**src/hdl/lockInPkg.sv**
```systemverilog
package lockInPkg;

    //////////////////////////////
    // Data types
    //////////////////////////////

    typedef logic signed [15:0] sampleT;   // Signed input sample
    typedef logic        [15:0] divT;      // Divider setting and counter
    typedef logic        [7:0]  segCountT; // Count within one segment
    typedef logic signed [5:0]  modSlopeT; // Slope level, -12 to +12
    typedef logic signed [25:0] modIntT;   // Integrated modulation

    // Segments of the slope profile, one full modulation period
    typedef enum logic [3:0] {
        topHoldA,
        downA,
        downB,
        downC,
        bottomHold,
        upA,
        upB,
        upC,
        topHoldB
    } shapeStateT;

    // Segments of the demodulation window
    typedef enum logic [2:0] {
        zeroA,
        positive,
        zeroMid,
        negative,
        zeroB
    } windowStateT;

    typedef struct packed {
        logic fastTick;
        logic slowTick;   // Always coincides with a fastTick
    } tickT;

    typedef struct packed {
        modSlopeT slope;
        logic     periodStart; // Last step of topHoldB
    } shapeT;

    //////////////////////////////
    // Segment lengths in slow ticks
    //////////////////////////////

    localparam int holdLen     = 8;  // Split over topHoldA and topHoldB
    localparam int slowRampLen = 10;
    localparam int fastRampLen = 2;
    localparam int slopeStep   = 1;  // Slope change per step on slow ramps

endpackage
```
**src/hdl/lockInTop.sv**
```systemverilog
`timescale 1ns/100ps

module lockInTop #(
    parameter int demodWidth = 16
) (
    input  logic                         clk,
    input  logic                         rstN,
    input  lockInPkg::divT               divFast,
    input  lockInPkg::divT               divSlow,
    input  lockInPkg::sampleT            sIn,
    output lockInPkg::modSlopeT          modSlope,
    output lockInPkg::modIntT            modOut,
    output logic signed [demodWidth-1:0] demodF,
    output logic signed [demodWidth-1:0] demodFQ,
    output logic signed [demodWidth-1:0] demod2f,
    output logic signed [demodWidth-1:0] demod2fQ,
    output logic signed [demodWidth-1:0] demod3f,
    output logic signed [demodWidth-1:0] demod3fQ
);
    import lockInPkg::*;

    // Window lengths in slow ticks, period is 2 * (zero + active)
    localparam int fZeroLen    = 10;
    localparam int fActiveLen  = 20;
    localparam int f2ZeroLen   = 4;
    localparam int f2ActiveLen = 11;
    localparam int f3ZeroLen   = 2;
    localparam int f3ActiveLen = 8;

    tickT  ticks;
    shapeT shape;

    //////////////////////////////
    // Modulation
    //////////////////////////////

    lockInControl lockInControl_i (
        .clk     (clk),
        .rstN    (rstN),
        .divFast (divFast),
        .divSlow (divSlow),
        .ticks   (ticks),
        .shape   (shape)
    );

    modulationIntegrator modulationIntegrator_i (
        .clk     (clk),
        .rstN    (rstN),
        .divSlow (divSlow),
        .ticks   (ticks),
        .shape   (shape),
        .modOut  (modOut)
    );

    assign modSlope = shape.slope;

    //////////////////////////////
    // Demodulation at f, 2f, 3f
    //////////////////////////////

    demodChannel #(.demodWidth(demodWidth), .zeroLen(fZeroLen),
                   .activeLen(fActiveLen), .quadrature(1'b0)) demodF_i (
        .clk(clk), .rstN(rstN), .ticks(ticks), .sIn(sIn), .demodOut(demodF)
    );

    demodChannel #(.demodWidth(demodWidth), .zeroLen(fZeroLen),
                   .activeLen(fActiveLen), .quadrature(1'b1)) demodFQ_i (
        .clk(clk), .rstN(rstN), .ticks(ticks), .sIn(sIn), .demodOut(demodFQ)
    );

    demodChannel #(.demodWidth(demodWidth), .zeroLen(f2ZeroLen),
                   .activeLen(f2ActiveLen), .quadrature(1'b0)) demod2f_i (
        .clk(clk), .rstN(rstN), .ticks(ticks), .sIn(sIn), .demodOut(demod2f)
    );

    demodChannel #(.demodWidth(demodWidth), .zeroLen(f2ZeroLen),
                   .activeLen(f2ActiveLen), .quadrature(1'b1)) demod2fQ_i (
        .clk(clk), .rstN(rstN), .ticks(ticks), .sIn(sIn), .demodOut(demod2fQ)
    );

    demodChannel #(.demodWidth(demodWidth), .zeroLen(f3ZeroLen),
                   .activeLen(f3ActiveLen), .quadrature(1'b0)) demod3f_i (
        .clk(clk), .rstN(rstN), .ticks(ticks), .sIn(sIn), .demodOut(demod3f)
    );

    demodChannel #(.demodWidth(demodWidth), .zeroLen(f3ZeroLen),
                   .activeLen(f3ActiveLen), .quadrature(1'b1)) demod3fQ_i (
        .clk(clk), .rstN(rstN), .ticks(ticks), .sIn(sIn), .demodOut(demod3fQ)
    );

endmodule

```
**src/hdl/demodChannel.sv**
```systemverilog
`timescale 1ns/100ps

module demodChannel #(
    parameter int demodWidth = 16,
    parameter int zeroLen    = 10,
    parameter int activeLen  = 20,
    parameter bit quadrature = 1'b0
) (
    input  logic                         clk,
    input  logic                         rstN,
    input  lockInPkg::tickT              ticks,
    input  lockInPkg::sampleT            sIn,
    output logic signed [demodWidth-1:0] demodOut
);
    import lockInPkg::*;

    typedef logic signed [demodWidth-1:0] sumT;

    // Quadrature window is shifted by a quarter period
    localparam windowStateT startState = quadrature ? positive : zeroA;
    localparam segCountT    startCount =
        quadrature ? segCountT'(activeLen / 2 - 1) : segCountT'(0);

    windowStateT winState;
    windowStateT nextState;
    segCountT    winCount;
    segCountT    nextCount;
    logic        lastStep;
    sumT         accSum;

    //////////////////////////////
    // Window FSM
    //////////////////////////////

    function automatic segCountT winLen(input windowStateT s);
        case (s)
            positive, negative: winLen = segCountT'(activeLen);
            zeroMid:            winLen = segCountT'(zeroLen);
            default:            winLen = segCountT'(zeroLen / 2); // Outer zeros
        endcase
    endfunction

    always_comb begin
        if (winCount == winLen(winState) - segCountT'(1)) begin
            nextCount = '0;
            case (winState)
                zeroA:    nextState = positive;
                positive: nextState = zeroMid;
                zeroMid:  nextState = negative;
                negative: nextState = zeroB;
                default:  nextState = zeroA;
            endcase
        end else begin
            nextCount = winCount + segCountT'(1);
            nextState = winState;
        end
    end

    // Entering the final count of zeroB closes the window
    assign lastStep = (nextState == zeroB) &&
                      (nextCount == segCountT'(zeroLen / 2 - 1));

    //////////////////////////////
    // Accumulate and latch
    //////////////////////////////

    always_ff @(posedge clk or negedge rstN) begin
        if (!rstN) begin
            winState <= startState;
            winCount <= startCount;
            accSum   <= '0;
            demodOut <= '0;
        end else if (ticks.slowTick) begin
            winState <= nextState;
            winCount <= nextCount;
            case (nextState)
                positive: accSum <= accSum + sumT'(sIn);
                negative: accSum <= accSum - sumT'(sIn);
                zeroB: begin
                    if (lastStep) begin
                        demodOut <= accSum;
                        accSum   <= '0;
                    end
                end
                default: begin
                    accSum <= accSum; // No gain
                end
            endcase
        end
    end

    // Window steps follow the slow tick from the control block
    winOnSlowTick: assert property (
        @(posedge clk) disable iff (!rstN)
        !$stable(winState) |-> $past(ticks.slowTick)
    ) else $error("window state changed without slowTick");

endmodule

```
**src/hdl/modulationIntegrator.sv**
```systemverilog
`timescale 1ns/100ps

module modulationIntegrator (
    input  logic              clk,
    input  logic              rstN,
    input  lockInPkg::divT    divSlow,
    input  lockInPkg::tickT   ticks,
    input  lockInPkg::shapeT  shape,
    output lockInPkg::modIntT modOut
);
    import lockInPkg::*;

    modIntT divSlowExt;
    modIntT offset;
    modIntT slopeExt;

    //////////////////////////////
    // Offset and slope extension
    //////////////////////////////

    assign divSlowExt = modIntT'({10'd0, divSlow});

    // 6 * divSlow gives a waveform with zero mean
    assign offset = (divSlowExt <<< 2) + (divSlowExt <<< 1);

    assign slopeExt = modIntT'(shape.slope); // Sign extended

    //////////////////////////////
    // Integrator
    //////////////////////////////

    always_ff @(posedge clk or negedge rstN) begin
        if (!rstN) begin
            modOut <= '0;
        end else if (ticks.fastTick) begin
            if (shape.periodStart) begin
                modOut <= offset;            // Period boundary reload
            end else begin
                modOut <= modOut + slopeExt;
            end
        end
    end

    // Bounded only while the sequencer produces a balanced profile
    modInRange: assert property (
        @(posedge clk) disable iff (!rstN)
        (modOut < (2 ** 24)) && (modOut > -(2 ** 24))
    ) else $error("modOut out of range: %0d", modOut);

endmodule

```
**src/hdl/lockInControl.sv**
```systemverilog
`timescale 1ns/100ps

module lockInControl (
    input  logic             clk,
    input  logic             rstN,
    input  lockInPkg::divT   divFast,
    input  lockInPkg::divT   divSlow,
    output lockInPkg::tickT  ticks,
    output lockInPkg::shapeT shape
);
    import lockInPkg::*;

    // Top hold level, reached again after all ramps
    localparam modSlopeT topSlope = modSlopeT'(slowRampLen + fastRampLen);

    divT        fastCount;
    divT        slowCount;
    logic       fastWrap;
    logic       slowWrap;

    shapeStateT shapeState;
    shapeStateT nextState;
    segCountT   segCount;
    segCountT   nextCount;
    modSlopeT   slopeDelta;
    logic       nextPeriodStart;

    //////////////////////////////
    // Tick divider
    //////////////////////////////

    assign fastWrap = (fastCount == divFast - divT'(1));
    assign slowWrap = (slowCount == divSlow - divT'(1));

    always_ff @(posedge clk or negedge rstN) begin
        if (!rstN) begin
            fastCount <= '0;
            slowCount <= '0;
            ticks     <= '0;
        end else begin
            ticks.fastTick <= fastWrap;
            ticks.slowTick <= fastWrap && slowWrap; // Every divSlow-th fast tick
            if (fastWrap) begin
                fastCount <= '0;
                slowCount <= slowWrap ? divT'(0) : slowCount + divT'(1);
            end else begin
                fastCount <= fastCount + divT'(1);
            end
        end
    end

    //////////////////////////////
    // Shape sequencer
    //////////////////////////////

    function automatic segCountT segLen(input shapeStateT s);
        case (s)
            topHoldA, topHoldB:     segLen = segCountT'(holdLen / 2);
            downA, downC, upA, upC: segLen = segCountT'(slowRampLen);
            downB, upB:             segLen = segCountT'(fastRampLen);
            default:                segLen = segCountT'(holdLen); // bottomHold
        endcase
    endfunction

    always_comb begin
        if (segCount == segLen(shapeState) - segCountT'(1)) begin
            nextCount = '0;
            if (shapeState == topHoldB) begin
                nextState = topHoldA;
            end else begin
                nextState = shapeStateT'(shapeState + 4'd1);
            end
        end else begin
            nextCount = segCount + segCountT'(1);
            nextState = shapeState;
        end
    end

    // Slope change applied on entering each step of a segment
    always_comb begin
        case (nextState)
            downA, downC: slopeDelta = modSlopeT'(-slopeStep);
            downB:        slopeDelta = modSlopeT'(-2 * slopeStep); // Steep part of the ramp
            upA, upC:     slopeDelta = modSlopeT'(slopeStep);
            upB:          slopeDelta = modSlopeT'(2 * slopeStep);
            default:      slopeDelta = '0;                         // Holds
        endcase
    end

    assign nextPeriodStart = (nextState == topHoldB) &&
                             (nextCount == segCountT'(holdLen / 2 - 1));

    always_ff @(posedge clk or negedge rstN) begin
        if (!rstN) begin
            shapeState <= topHoldA;
            segCount   <= '0;
            shape      <= '0;
        end else if (ticks.slowTick) begin
            shapeState        <= nextState;
            segCount          <= nextCount;
            shape.periodStart <= nextPeriodStart;
            if (nextState == topHoldA) begin
                shape.slope <= topSlope; // Reload keeps the level exact
            end else begin
                shape.slope <= shape.slope + slopeDelta;
            end
        end
    end

    // Both ticks come from one counter chain
    slowNeedsFast: assert property (
        @(posedge clk) disable iff (!rstN)
        ticks.slowTick |-> ticks.fastTick
    ) else $error("slowTick without fastTick");

endmodule

```
**config.mk**
```make
export PLATFORM = sky130hd
export DESIGN_NAME = lockInTop
export DESIGN_NICKNAME = d
export VERILOG_FILES = /design/src/hdl/lockInPkg.sv /design/src/hdl/lockInTop.sv /design/src/hdl/demodChannel.sv /design/src/hdl/modulationIntegrator.sv /design/src/hdl/lockInControl.sv
export SDC_FILE = /design/constraint.sdc
export NUM_CORES = 1
export LEC_CHECK = 0
export ABC_AREA = 0
export BUFFER_PORTS_ARGS = -buffer_cell sky130_fd_sc_hd__buf_2
export CORE_ASPECT_RATIO = 1.75
export CORE_MARGIN = 4
export CORE_UTILIZATION = 56
export CTS_CLUSTER_SIZE = 10
export DETAILED_ROUTE_END_ITERATION = 16
export PLACE_DENSITY = 0.75
export SYNTH_ARGS = -nofsm -noshare
export SYNTH_HDL_FRONTEND = slang
export SYNTH_HIERARCHICAL = 1
export SYNTH_SLANG_ARGS = --single-unit
export TNS_END_PERCENT = 5
```
**constraint.sdc**
```tcl
create_clock -name clk -period 5 [get_ports clk]
set_input_delay 1 -clock clk [delete_from_list [all_inputs] [get_ports clk]]
set_output_delay 1 -clock clk [all_outputs]
set_load 0.02 [all_outputs]
```
; Yosys cells after proc, flatten, opt, wreduce, memory -nomap -nowiden
; Memories as Yosys holds them, arrays and structs flattened.
; Index checks and enable logic that the tools add are counted.
[classes]
add_sub_neg = 34
eq_ne = 64
muxes = 44
n_reduce_logical = 43
[op_table]
columns = op, n
row1 = $pmux W16 S3, 6
row2 = $mux W16, 8
row3 = $add A16 B16 Y16, 6
row4 = $sub A16 B16 Y16, 6
row5 = $pmux W3 S4, 6
row6 = $add A8 B1 Y8 const B, 7
row7 = $eq A8 B8 Y1, 7
row8 = $mux W8, 7
row9 = $eq A3 B2 Y1 const B, 18
row10 = $eq A3 B1 Y1 const B, 12
row11 = $reduce_and A3 Y1, 12
row12 = $add A16 B1 Y16 const B, 2
row13 = $eq A16 B16 Y1, 2
row14 = $pmux W4 S2, 4
row15 = $sub A16 B1 Y16 const B, 2
row16 = $add A26 B6 Y26, 1
row17 = $mux W26, 1
row18 = $pmux W6 S4, 1
row19 = $pmux W5 S2, 2
row20 = $sub A4 B1 Y5 const B, 4
row21 = $add A18 B17 Y19, 1
row22 = $eq A3 B3 Y1 const B, 6
row23 = $logic_not A3 Y1, 6
row24 = $mux W3, 6
row25 = 19 further kinds, 52
[word_totals]
reg_bits = 337
rom_bits = 48
input_bits = 50
out_inout_bits = 128
elab_cells = 219
mem_count = 1
[memory_table]
columns = name, words, word_bits, rd, rd_ports_with_merged_regs, write_ports, line_no
row1 = (no name shown), 16, 3, 1, 0, 0, lockInControl.sv:57  ; case (s)

; Longest topological paths before layout
; Gate-level depths: netlist of the first run.
[logic_depth]
word_depth = 10
depth_mapped = 21

; By module
; The synthesis of the first run kept the hierarchy.
[modules_own_cells]
columns = module, n_inst, cells_each, area_each_um2
row1 = lockInControl, 1, 478, 4115.2
row2 = demodChannel (demod2fQ_i), 1, 324, 3057.9
row3 = demodChannel (demod2f_i), 1, 324, 3055.4
row4 = modulationIntegrator, 1, 369, 3046.7
row5 = demodChannel (demodFQ_i), 1, 295, 3001.6
row6 = demodChannel (demodF_i), 1, 295, 2997.9
row7 = demodChannel (demod3fQ_i), 1, 325, 2987.9
row8 = demodChannel (demod3f_i), 1, 325, 2982.9

; Least setup slack after synthesis of the first run
; No wires, ideal clock.
[synth_timing]
kind = register to register
from = register lockInControl_i.shapeState[0]
to = register, netlist name lockInControl_i/shape[6]
setup_time_ps = 70
arrival_time_ps = 4598
required_ps = 4930
path_slack_ps = 332
stages_incl_launch_ff = 21
path_buffers = 1
period_less_slack_ps = 4668
cell_sequence = dfrtp_1 inv_1 ha_1 nor2_1 inv_1 ha_1 ha_1 or3_1 a2111oi_1 clkbuf_1 o21ai_0 a22o_1 nor3_1 ha_1 a21o_1 a21oi_1 o21bai_1 a21oi_1 nand3b_1 a211o_1 nand3_1
[synth_via]
elab_chain_len = 9
[synth_rtl]
columns = item, line_no
row1 = "start, declared", lockInControl.sv:21  ; shapeStateT shapeState;
row2 = "start signal, assigned", lockInControl.sv:95  ; shapeState <= topHoldA;
row3 = "start signal, assigned", lockInControl.sv:99  ; shapeState <= nextState;
row4 = $mem_v2 Z16 W3, -
row5 = $sub A8 B1 Y8, lockInControl.sv:66  ; if (segCount == segLen(shapeState) - segCountT'(1)) begin
row6 = $eq A8 B8 Y1, lockInControl.sv:66
row7 = $mux W4 (*), lockInControl.sv:66
row8 = $eq A4 B3 Y1 (tied with other cells), lockInControl.sv:81  ; case (nextState)
row9 = $reduce_or A2 Y1, lockInControl.sv:81
row10 = $pmux W6 S4, lockInControl.sv:81
row11 = $add A6 B6 Y6, lockInControl.sv:105  ; shape.slope <= shape.slope + slopeDelta;
row12 = $mux W6 (*), lockInControl.sv:102  ; if (nextState == topHoldA) begin
; Every way passes the cells marked *; elsewhere a longest branch is shown, timed or not.
; A chain may end at the register's enable or synchronous reset.

; Worst setup path in the final report of the first run
[layout_timing]
from = register lockInControl_i.shapeState[0]
to = register, netlist name lockInControl_i/shape[6]
[layout_via]
elab_chain_len = 9
[layout_rtl]
columns = item, line_no
row1 = $mem_v2 Z16 W3, -
row2 = $sub A8 B1 Y8, lockInControl.sv:66
row3 = $eq A8 B8 Y1, lockInControl.sv:66
row4 = $mux W4 (*), lockInControl.sv:66
row5 = $eq A4 B3 Y1 (tied with other cells), lockInControl.sv:81
row6 = $reduce_or A2 Y1, lockInControl.sv:81
row7 = $pmux W6 S4, lockInControl.sv:81
row8 = $add A6 B6 Y6, lockInControl.sv:105
row9 = $mux W6 (*), lockInControl.sv:102
; Marked as above.

==> results.sh, run 1 <==
export IMPL_status="finished clean"
export IMPL_clock_latency_ps=540
export IMPL_synth_top_area_share_pct=32.6
export IMPL_track_usage_pct=26.7
export IMPL_worst_pin_slew_ps=986
export IMPL_place_port_buffers=177
export IMPL_synth_top_cells_by_count="dfrtp_1, nand2_1, nor2_1, ha_1, xnor2_1"
export IMPL_power_frac_seq_pct=44.9
export IMPL_viasPerCell=6.19
export IMPL_num_io_pins=178
export IMPL_hold_viol=0
export IMPL_reg2reg_from="lockInControl_i/shapeState[0]"
export IMPL_reg2reg_to="lockInControl_i/shape[6]"
export IMPL_power_density_mw_per_mm2=223
export IMPL_detail_route_iter0_violations=1196
export IMPL_fin_area_sq_mm=0.0277
export IMPL_startpoint="lockInControl_i/shapeState[0]"
export IMPL_syn_area_sq_mm=0.0252
export IMPL_synth_cells=2735
export IMPL_clockRootBuffer="clkbuf_16"
export IMPL_place_area_sq_mm=0.0266
export IMPL_vias=21500
export IMPL_cts_tree="yes"
export IMPL_grt_max_degree=103
export IMPL_synth_ff_latch_count=337
export IMPL_clk_pin_slew_worst_paths_ps=70
export IMPL_clock_sinks=337
export IMPL_ys_types=99
export IMPL_start_util_pct=56.8
export IMPL_hp_class="primary input to async pin"
export IMPL_wl_microns=66200
export IMPL_cts_hold_buf=0
export IMPL_core_sq_mm=0.0444
export IMPL_switchingPower_w=0.00162
export IMPL_netlist_top_cells_area="dfrtp_1, ha_1, xnor2_1"
export IMPL_clockBufferDepth=3
export IMPL_row_count=102
export IMPL_p_int_w=0.00457
export IMPL_drcViolationCount=0
export IMPL_firstDrtPassIters=7
export IMPL_period_needed_ps=4730
export IMPL_slew_violations=0
export IMPL_ant_nets=0
export IMPL_whs_ps=382
export IMPL_grt_ovfl_total=0
export IMPL_cp_end_kind="flip-flop"
export IMPL_grt_pass1_wl_microns=108000
export IMPL_synth_edf_count=0
export IMPL_synth_avg_cell_area_sq_um=9.23
export IMPL_fmax_mhz=211
export IMPL_finalPower_w=0.00618
export IMPL_p_sw_share_pct=26.1
export IMPL_fin_skew_ps=21.7
export IMPL_finish_utilization_pct=62.5
export IMPL_comb_power_share_pct=12.4
export IMPL_dieArea_sq_mm=0.0487
export IMPL_dieHeight_microns=289
export IMPL_syn2layout_area_growth_pct=9.88
export IMPL_ir_drop_mv=0.259
export IMPL_drive_gt1_share_pct=13.8
export IMPL_fp_dieW_microns=169
export IMPL_crit_arrival_ps=5190
export IMPL_yosysTopAreaCell="dfrtp_1"
export IMPL_finalWeightedCongestion=0.922
export IMPL_critPathKind="flip-flop to flip-flop"
export IMPL_synth_warnings=6
export IMPL_cts_buffers=40
export IMPL_max_cap_viol_count=0
export IMPL_required_ps=5460
export IMPL_antenna_found_initial=2
export IMPL_nets=3112
export IMPL_setup_viol=0
export IMPL_finalCritPeriodShare_pct=94.6
export IMPL_rrSetupSlack_ps=270
export IMPL_synth_most_common_cell="dfrtp_1"
export IMPL_leakagePower_nw=13.2
export IMPL_seq_area_frac_synth_pct=33.4
export IMPL_avgRoutedWirePerCell_microns=19.0
export IMPL_cts_htree_levels=2
export IMPL_syn_nets=2962
export IMPL_grt_pass1_vias=22200
export IMPL_crit_fanout=9
export IMPL_clockPowerShare_pct=42.6
export IMPL_r2r_cells=20
export IMPL_place_hpwl_microns=49100
export IMPL_startpoint_type="flip-flop"
export IMPL_max_slew_margin_rel_pct=34.2
export IMPL_postCtsSetupRepairBufs=0
export IMPL_yosys_most_used_dff="dfrtp_1"
export IMPL_async_reset_ff_share_pct=100
-- registers in the layout, summed over array words and instances, names as in the netlist, 16 cells and up --
register                       count
demod3f_i/demodOut                16
demod2f_i/accSum                  16
demod2fQ_i/accSum                 16
demod2fQ_i/demodOut               16
demod3f_i/accSum                  16
demodF_i/accSum                   16
modulationIntegrator_i/modOut     26
lockInControl_i/slowCount         16
demod3fQ_i/demodOut               16
demod2f_i/demodOut                16
lockInControl_i/fastCount         16
demodFQ_i/accSum                  16
demod3fQ_i/accSum                 16
demodF_i/demodOut                 16
demodFQ_i/demodOut                16
-- power groups by stage --
| stage | sequential, W | clock (W) | combinational, W |
|---|---|---|---|
| global route | 0.00278 | 0.00282 | 0.000850 |
| CTS | 0.00278 | 0.00272 | 0.000765 |
| global placement | 0.00283 | 0 | 0.000734 |
| floorplan | 0.00281 | 0 | 0.000497 |
| detailed placement | 0.00283 | 0 | 0.000758 |
| finish | 0.00278 | 0.00264 | 0.000768 |
-- cell type report --
| cell class | instances | area, sq um |
|---|---|---|
| inverters | 105 | 394 |
| flip-flops and latches | 337 | 8450 |
| multi-input cells | 2189 | 15900 |
| repair buffers | 212 | 1200 |
| well taps | 572 | 716 |
| clock inverters | 1 | 5.00 |
| fillers | 3747 | 16700 |
| clock buffers | 60 | 1120 |
| diodes | 2 | 5.00 |
-- worst max path at each step --
stage          cells after the start                  endpoint  slack, ps
3_3_place_gp                      13      demod3f_i/accSum[15]        290
2_1_floorplan                     20  lockInControl_i/shape[6]        330
5_1_grt                           20  lockInControl_i/shape[6]        -50
6_report                          20  lockInControl_i/shape[6]        270
4_1_cts                           20  lockInControl_i/shape[6]        180
3_5_place_dp                      13      demod3f_i/accSum[15]        180
-- kinds of logic (layout without fill, tap and decap cells) --
group	count (synthesis)	after routing	synth area share, %
fa+ha+maj	177	177	9.04
other cells	0	2	0
buf+inv	209	378	3.84
compound gates	714	714	18.7
flops	337	337	33.4
simple gates	881	881	18.6
xor+xnor	285	285	10.0
mux	132	132	6.42
-- per-layer routing --
metal  GRT usage (%)  vias to the layer above  part of all wire [%]
met4            16.1                        0                   6.6
li1                -                    10300                     -
met1            28.1                    10400                    36
met2            50.3                      640                    53
met5               0                        -                     0
met3            3.15                      251                   4.4
-- stage by stage --
step	setup WS (ps)	cells	setup TNS (ps)
floorplan	332	2735	0
global placement	293	3415	0
detailed placement	176	3415	0
CTS	178	3476	0
global route	-48.6	3478	-48.6
finish	268	3478	0
-- critical path: stages, from the launching register on --
cell	delay, ps
dfrtp_2	450
inv_1	140
ha_1	240
nor2_1	180
inv_1	70
ha_1	200
ha_1	190
or3_1	420
a2111oi_4	470
inv_1	170
or3_1	340
a31oi_1	260
nor3_2	100
ha_1	280
a21o_1	160
a21oi_1	210
o21bai_1	120
a21oi_2	210
nand3b_1	100
a211o_1	310
nand3_1	70
-- cell usage in the layout, fill, tap and decap left out, drive strengths merged, types with 18 or more instances in the layout --
cell type  Yosys  routed
a211oi        25      25
xnor2        158     158
or3           25      25
nor4          22      22
nand4         30      30
a31oi         29      29
nand2b        58      58
and3          25      25
nor3          70      70
a22o          41      41
ha           168     168
nand2        234     234
nand3         95      95
buf           46     212
nor2b         18      18
nor2         174     174
or2           22      22
xor2         125     125
a21oi        150     150
clkbuf        58      60
or4           21      21
o31ai         35      35
dfrtp        329     329
o21ai        184     184
mux2i         26      26
a21o          53      53
o22ai         43      43
inv          104     104
mux2         106     106
-- timing repair --
action / 4_1_cts / 5_1_grt
setup endpoints to repair: 0 / 3
endpoints found under the hold margin: 0 / 0
resized for setup: 0 / 5
No activity file was read; power rests on OpenSTA's default activity.
==> run 2: changes to the inputs <==
ABC_CLOCK_PERIOD_IN_PS = 5000   (was not set)
CORE_UTILIZATION = 58   (was 56)
CTS_BUF_LIST = sky130_fd_sc_hd__clkbuf_2   (was not set)
PLACE_DENSITY = 0.86   (was 0.75)
==> run 2 against run 1 <==
  * Critical endpoint unchanged
  * Combinational power hardly changed
  * Sequential power about the same
  * Clock skew grew 94 ps
  * Highest routed layer unchanged
  * Die area down 3.3%
  * First-iteration DRC count increased by 45%
  * Design area shrank 1.3%
  * Total power decreased by 12%
  * Clock power decreased by 29%
  * Critical path depth grew 1
  * Largest power group unchanged
==> results.sh, run 2 (same netlist as run 1, synthesis figures left out) <==
export IMPL_status="finished clean"
export IMPL_num_io_pins=178
export IMPL_viasPerCell=6.21
export IMPL_rsz0062_at_grt="no"
export IMPL_switchingPower_w=0.00167
export IMPL_start_util_pct=59.0
export IMPL_avgRoutedWirePerCell_microns=18.9
export IMPL_setup_viol=0
export IMPL_power_frac_seq_pct=51.1
export IMPL_drive_gt1_share_pct=16.4
export IMPL_cts_buffers=82
export IMPL_grt_pass1_vias=22600
export IMPL_leakagePower_nw=13.2
export IMPL_clockPowerShare_pct=34.7
export IMPL_slew_violations=0
export IMPL_nets=3153
export IMPL_max_slew_margin_rel_pct=20.2
export IMPL_finalCritPeriodShare_pct=92.7
export IMPL_row_count=100
export IMPL_max_cap_viol_count=0
export IMPL_core_sq_mm=0.0428
export IMPL_cts_tree="yes"
export IMPL_wl_microns=67300
export IMPL_finalPower_w=0.00543
export IMPL_crit_fanout=9
export IMPL_whs_ps=421
export IMPL_worst_pin_slew_ps=1190
export IMPL_place_area_sq_mm=0.0266
export IMPL_clock_sinks=337
export IMPL_antenna_found_initial=5
export IMPL_hp_class="primary input to flip-flop"
export IMPL_p_sw_share_pct=30.9
export IMPL_ant_nets=0
export IMPL_clockBufferDepth=3
export IMPL_fin_skew_ps=115
export IMPL_vias=22100
export IMPL_grt_ovfl_total=0
export IMPL_clock_latency_ps=1030
export IMPL_clockRootBuffer="clkbuf_2"
export IMPL_largest_reg_flops=26
export IMPL_fmax_mhz=216
export IMPL_cts_htree_levels=3
export IMPL_clk_pin_slew_worst_paths_ps=120
export IMPL_place_hpwl_microns=49900
export IMPL_startpoint_type="flip-flop"
export IMPL_largest_register="modulationIntegrator_i/modOut"
export IMPL_ir_drop_mv=0.166
export IMPL_setup_tns_ps=0
export IMPL_detail_route_iter0_violations=1740
export IMPL_place_port_buffers=177
export IMPL_fillCellCount=3570
export IMPL_critPathKind="flip-flop to flip-flop"
export IMPL_p_int_w=0.00375
export IMPL_fp_dieW_microns=166
export IMPL_dieHeight_microns=284
export IMPL_grt_max_degree=103
export IMPL_comb_power_share_pct=14.1
export IMPL_cp_end_kind="flip-flop"
export IMPL_dieArea_sq_mm=0.0471
export IMPL_hold_viol=0
export IMPL_grt_pass1_wl_microns=110000
export IMPL_fin_area_sq_mm=0.0274
export IMPL_postCtsSetupRepairBufs=0
export IMPL_firstDrtPassIters=8
export IMPL_finish_utilization_pct=64.0
export IMPL_drcViolationCount=0
export IMPL_layout_common_cells="dfrtp_1, nand2_1, buf_2, nor2_1, ha_1"
export IMPL_required_ps=5960
export IMPL_track_usage_pct=27.8
export IMPL_period_needed_ps=4630
export IMPL_crit_arrival_ps=5600
export IMPL_final_common_cell="dfrtp_1"
export IMPL_syn2layout_area_growth_pct=8.44
export IMPL_finalWeightedCongestion=0.969
export IMPL_power_density_mw_per_mm2=198
-- run 2: routing by layer --
layer,up-vias,GRT usage [%],wire length (microns)
met5,-,0,0
met1,10600,29.2,24100
met2,786,51.0,35400
met3,283,4.36,3460
met4,0,17.9,4350
li1,10400,-,-
-- run 2: worst paths after layout --
| kind | from | end | slack, ps | cells past startpoint |
|---|---|---|---|---|
| min in group asynchronous | rstN | modulationIntegrator_i/modOut[21] | 560 | 2 |
| worst max-delay path | lockInControl_i/shapeState[0] | lockInControl_i/shape[6] | 370 | 21 |
| worst min register to register | demodFQ_i/accSum[15] | demodFQ_i/accSum[15] | 490 | 1 |
| worst min-delay path | divSlow[0] | modulationIntegrator_i/modOut[1] | 420 | 3 |
| max in group asynchronous | rstN | demod2f_i/demodOut[4] | 3250 | 3 |
| worst max register to register | lockInControl_i/shapeState[0] | lockInControl_i/shape[6] | 370 | 21 |
-- run 2: metrics by stage --
step	worst slack (ps)	std cells
after floorplan	332	2735
after global placement	352	3402
after detailed placement	171	3402
after CTS	189	3556
after global routing	22.0	3562
final	366	3562
-- run 2: layout make-up --
class	instances	area, sq um	share of cell area [%]
Timing Repair Buffer	211	1200	4.40
Inverter	105	394	1.44
Clock inverter	31	153	0.558
Multi-Input combinational cell	2189	15900	57.9
Clock buffer	122	611	2.23
Sequential cell	337	8450	30.9
Antenna cell	6	15.0	0.0548
Tap cell	561	702	2.56
-- run 2: worst max-delay path, cell delays in order (launching register included) --
cell and delay, ps:
dfrtp_2 450, inv_1 130, ha_1 240, nor2_1 170, inv_1 70, ha_1 210
ha_1 190, or3_1 390, a2111oi_2 410, buf_4 200, inv_1 80, or3_1 310
a31oi_1 210, nor3_2 80, ha_1 270, a21o_1 150, a21oi_1 220, o21bai_1 90
a21oi_1 240, nand3b_1 120, a211o_1 320, nand3_1 80
-- run 2: what timing repair did --
action                                  4_1_cts  5_1_grt
endpoints found under the hold margin        27        0
hold buffers                                  1        0
resized for setup                             0        4
endpoints found under the setup margin        0        3
-- run 2: power by group through the flow --
| stage | combinational [W] | clock (W) | sequential (W) |
|---|---|---|---|
| global placement | 0.000725 | 0 | 0.00283 |
| floorplan | 0.000497 | 0 | 0.00281 |
| CTS | 0.000758 | 0.00197 | 0.00277 |
| detailed placement | 0.000753 | 0 | 0.00283 |
| finish | 0.000767 | 0.00188 | 0.00278 |
| global route | 0.000849 | 0.00212 | 0.00278 |
==> run 3: changes to the inputs <==
ABC_AREA = not set   (was 0)
GPL_TIMING_DRIVEN = 0   (was not set)
==> run 3 against run 2 <==
  * Clock power grew 9.6%
  * Hold slack gained 24 ps
  * Largest cell class unchanged
  * Design area rose by 1.6%
  * Critical endpoint is now demod3f_i/accSum[15]
  * Largest power group unchanged
==> results.sh, run 3 (same netlist as run 1, synthesis figures left out) <==
export IMPL_clockRootBuffer="clkbuf_2"
export IMPL_drcViolationCount=0
export IMPL_cp_common_cell="o21ai_0"
export IMPL_slew_violations=0
export IMPL_drt_met1_wl_microns=24400
export IMPL_required_ps=5920
export IMPL_antenna_found_initial=2
export IMPL_clockBufferDepth=3
export IMPL_clk_pin_slew_worst_paths_ps=100
export IMPL_fin_skew_ps=72.6
export IMPL_pre_cts_ws_ps=-400
export IMPL_layout_setup_ws_ps=221
export IMPL_rsz0062_at_grt="no"
export IMPL_finalPower_w=0.00561
export IMPL_viasPerCell=6.20
export IMPL_firstDrtPassIters=5
export IMPL_grt_ovfl_total=0
export IMPL_routed_top_layer="met4"
export IMPL_cts_htree_levels=3
export IMPL_cts_tree="yes"
export IMPL_fmax_mhz=209
export IMPL_hold_viol=0
export IMPL_crit_arrival_ps=5700
export IMPL_wl_microns=68700
export IMPL_largest_register="modulationIntegrator_i/modOut"
export IMPL_slowest_delay_ps=630
export IMPL_worst_pin_slew_ps=1110
export IMPL_fp_dieW_microns=166
export IMPL_status="finished clean"
export IMPL_finalWeightedCongestion=0.978
export IMPL_final_common_cell="dfrtp_1"
export IMPL_vias=22500
export IMPL_max_cap_viol_count=0
export IMPL_critPathKind="flip-flop to flip-flop"
export IMPL_dieHeight_microns=284
export IMPL_place_port_buffers=177
export IMPL_drive_gt1_share_pct=16.2
export IMPL_met2_wirelength_microns=35100
export IMPL_largest_reg_flops=26
export IMPL_core_sq_mm=0.0428
export IMPL_leakagePower_nw=13.4
export IMPL_num_io_pins=178
export IMPL_grt_pass1_wl_microns=112000
export IMPL_cts_buffers=84
export IMPL_row_count=100
export IMPL_crit_fanout=7
export IMPL_max_slew_margin_rel_pct=26.3
export IMPL_syn2layout_area_growth_pct=10.2
export IMPL_finalCritPeriodShare_pct=95.6
export IMPL_dieArea_sq_mm=0.0471
export IMPL_setup_viol=0
export IMPL_avgRoutedWirePerCell_microns=18.9
export IMPL_ir_drop_mv=0.149
export IMPL_period_needed_ps=4780
export IMPL_clock_sinks=337
export IMPL_power_density_mw_per_mm2=202
export IMPL_slowest_stage="or4b_2"
export IMPL_ant_nets=0
export IMPL_detail_route_iter0_violations=1558
export IMPL_grt_pass1_vias=23300
export IMPL_setup_tns_ps=0
export IMPL_postCtsSetupRepairBufs=0
export IMPL_crit_chain="or3_1 -> or4b_1 -> o21ai_0 -> and2_1 -> o21ai_0 -> xor2_1 -> ha_1 -> a21oi_2 -> a21oi_1 -> or4b_2 -> a211oi_2 -> nor4bb_1 -> nor3_1 -> mux2i_1"
export IMPL_grt_max_degree=127
export IMPL_wl_met3_microns=3840
export IMPL_startpoint_type="flip-flop"
export IMPL_layout_common_cells="dfrtp_1, nand2_1, buf_2, nor2_1, ha_1"
export IMPL_track_usage_pct=28.3
export IMPL_clock_latency_ps=1010
export IMPL_nets=3227
export IMPL_hp_class="primary input to flip-flop"
export IMPL_cp_end_kind="flip-flop"
export IMPL_start_util_pct=59.0
export IMPL_place_hpwl_microns=50200
[run 3: cell types whose count changed in the layout (fill, tap and decap cells not counted), moves of 3 or more]
cell,previous run,this run
buf_1,0,3
buf_12,4,0
buf_2,176,192
buf_4,29,11
buf_6,0,17
bufinv_16,1,5
clkbuf_1,0,54
clkbuf_2,122,113
clkinv_1,17,28
clkinv_2,8,4
diode_2,6,2
inv_2,8,2
[run 3: worst max-delay path: cells and delay by family, from the launching register on]
| family | cells | cell delay [ps] |
|---|---|---|
| AOI/OAI and AO/OA | 5 | 1130 |
| xor gates and xnor gates | 1 | 180 |
| adders and majority gates | 1 | 380 |
| DFF | 1 | 440 |
| muxes | 1 | 230 |
| and+or+nand+nor | 6 | 2350 |
[run 3: final timing paths]
path,start,endpoint,slack [ps],depth (start not counted)
max,demod3f_i/winCount[5],demod3f_i/accSum[15],220,14
min,divSlow[0],modulationIntegrator_i/modOut[1],450,3
max reg2reg,demod3f_i/winCount[5],demod3f_i/accSum[15],220,14
min reg2reg,demod3fQ_i/accSum[15],demod3fQ_i/accSum[15],480,1
max in group asynchronous,rstN,demodF_i/demodOut[8],3280,3
min in group asynchronous,rstN,modulationIntegrator_i/modOut[21],570,2
[run 3: final cells by class]
class / count / area [sq um]
tap: 561 / 702
timing repair buffer: 180 / 961
buffer: 103 / 578
clock buffer: 111 / 556
fill: 3505 / 15000
clock inverter: 38 / 287
inverter: 105 / 394
antenna: 2 / 5.00
multi-input combinational: 2189 / 15900
sequential: 337 / 8450
[run 3: metal layers]
metal | global-route usage, % | vias up
met5 | 0 | -
met2 | 51.1 | 854
met1 | 29.1 | 10700
met4 | 20.5 | 0
met3 | 5.07 | 344
li1 | - | 10500
[run 3: metrics by stage]
step	cells	area, sq um	hold slack [ps]	util (%)
after detailed placement	3475	26900	469	62.9
after global routing	3626	27800	368	65.0
after global placement	3473	26800	454	62.7
final	3626	27800	445	65.0
after CTS	3625	27800	327	64.9
after floorplan	2735	25200	438	-
[run 3: report_power, final]
part           switching, W  total, W  internal (W)
sequential        0.0000203   0.00276       0.00274
combinational      0.000488  0.000782      0.000294
clock               0.00119   0.00206      0.000868
[run 3: what timing repair did]
action / CTS / global route
endpoints found under the setup margin: 1 / 10
pin swaps: 0 / 1
hold buffers: 1 / 0
endpoints found under the hold margin: 77 / 0
gates resized for setup: 3 / 15
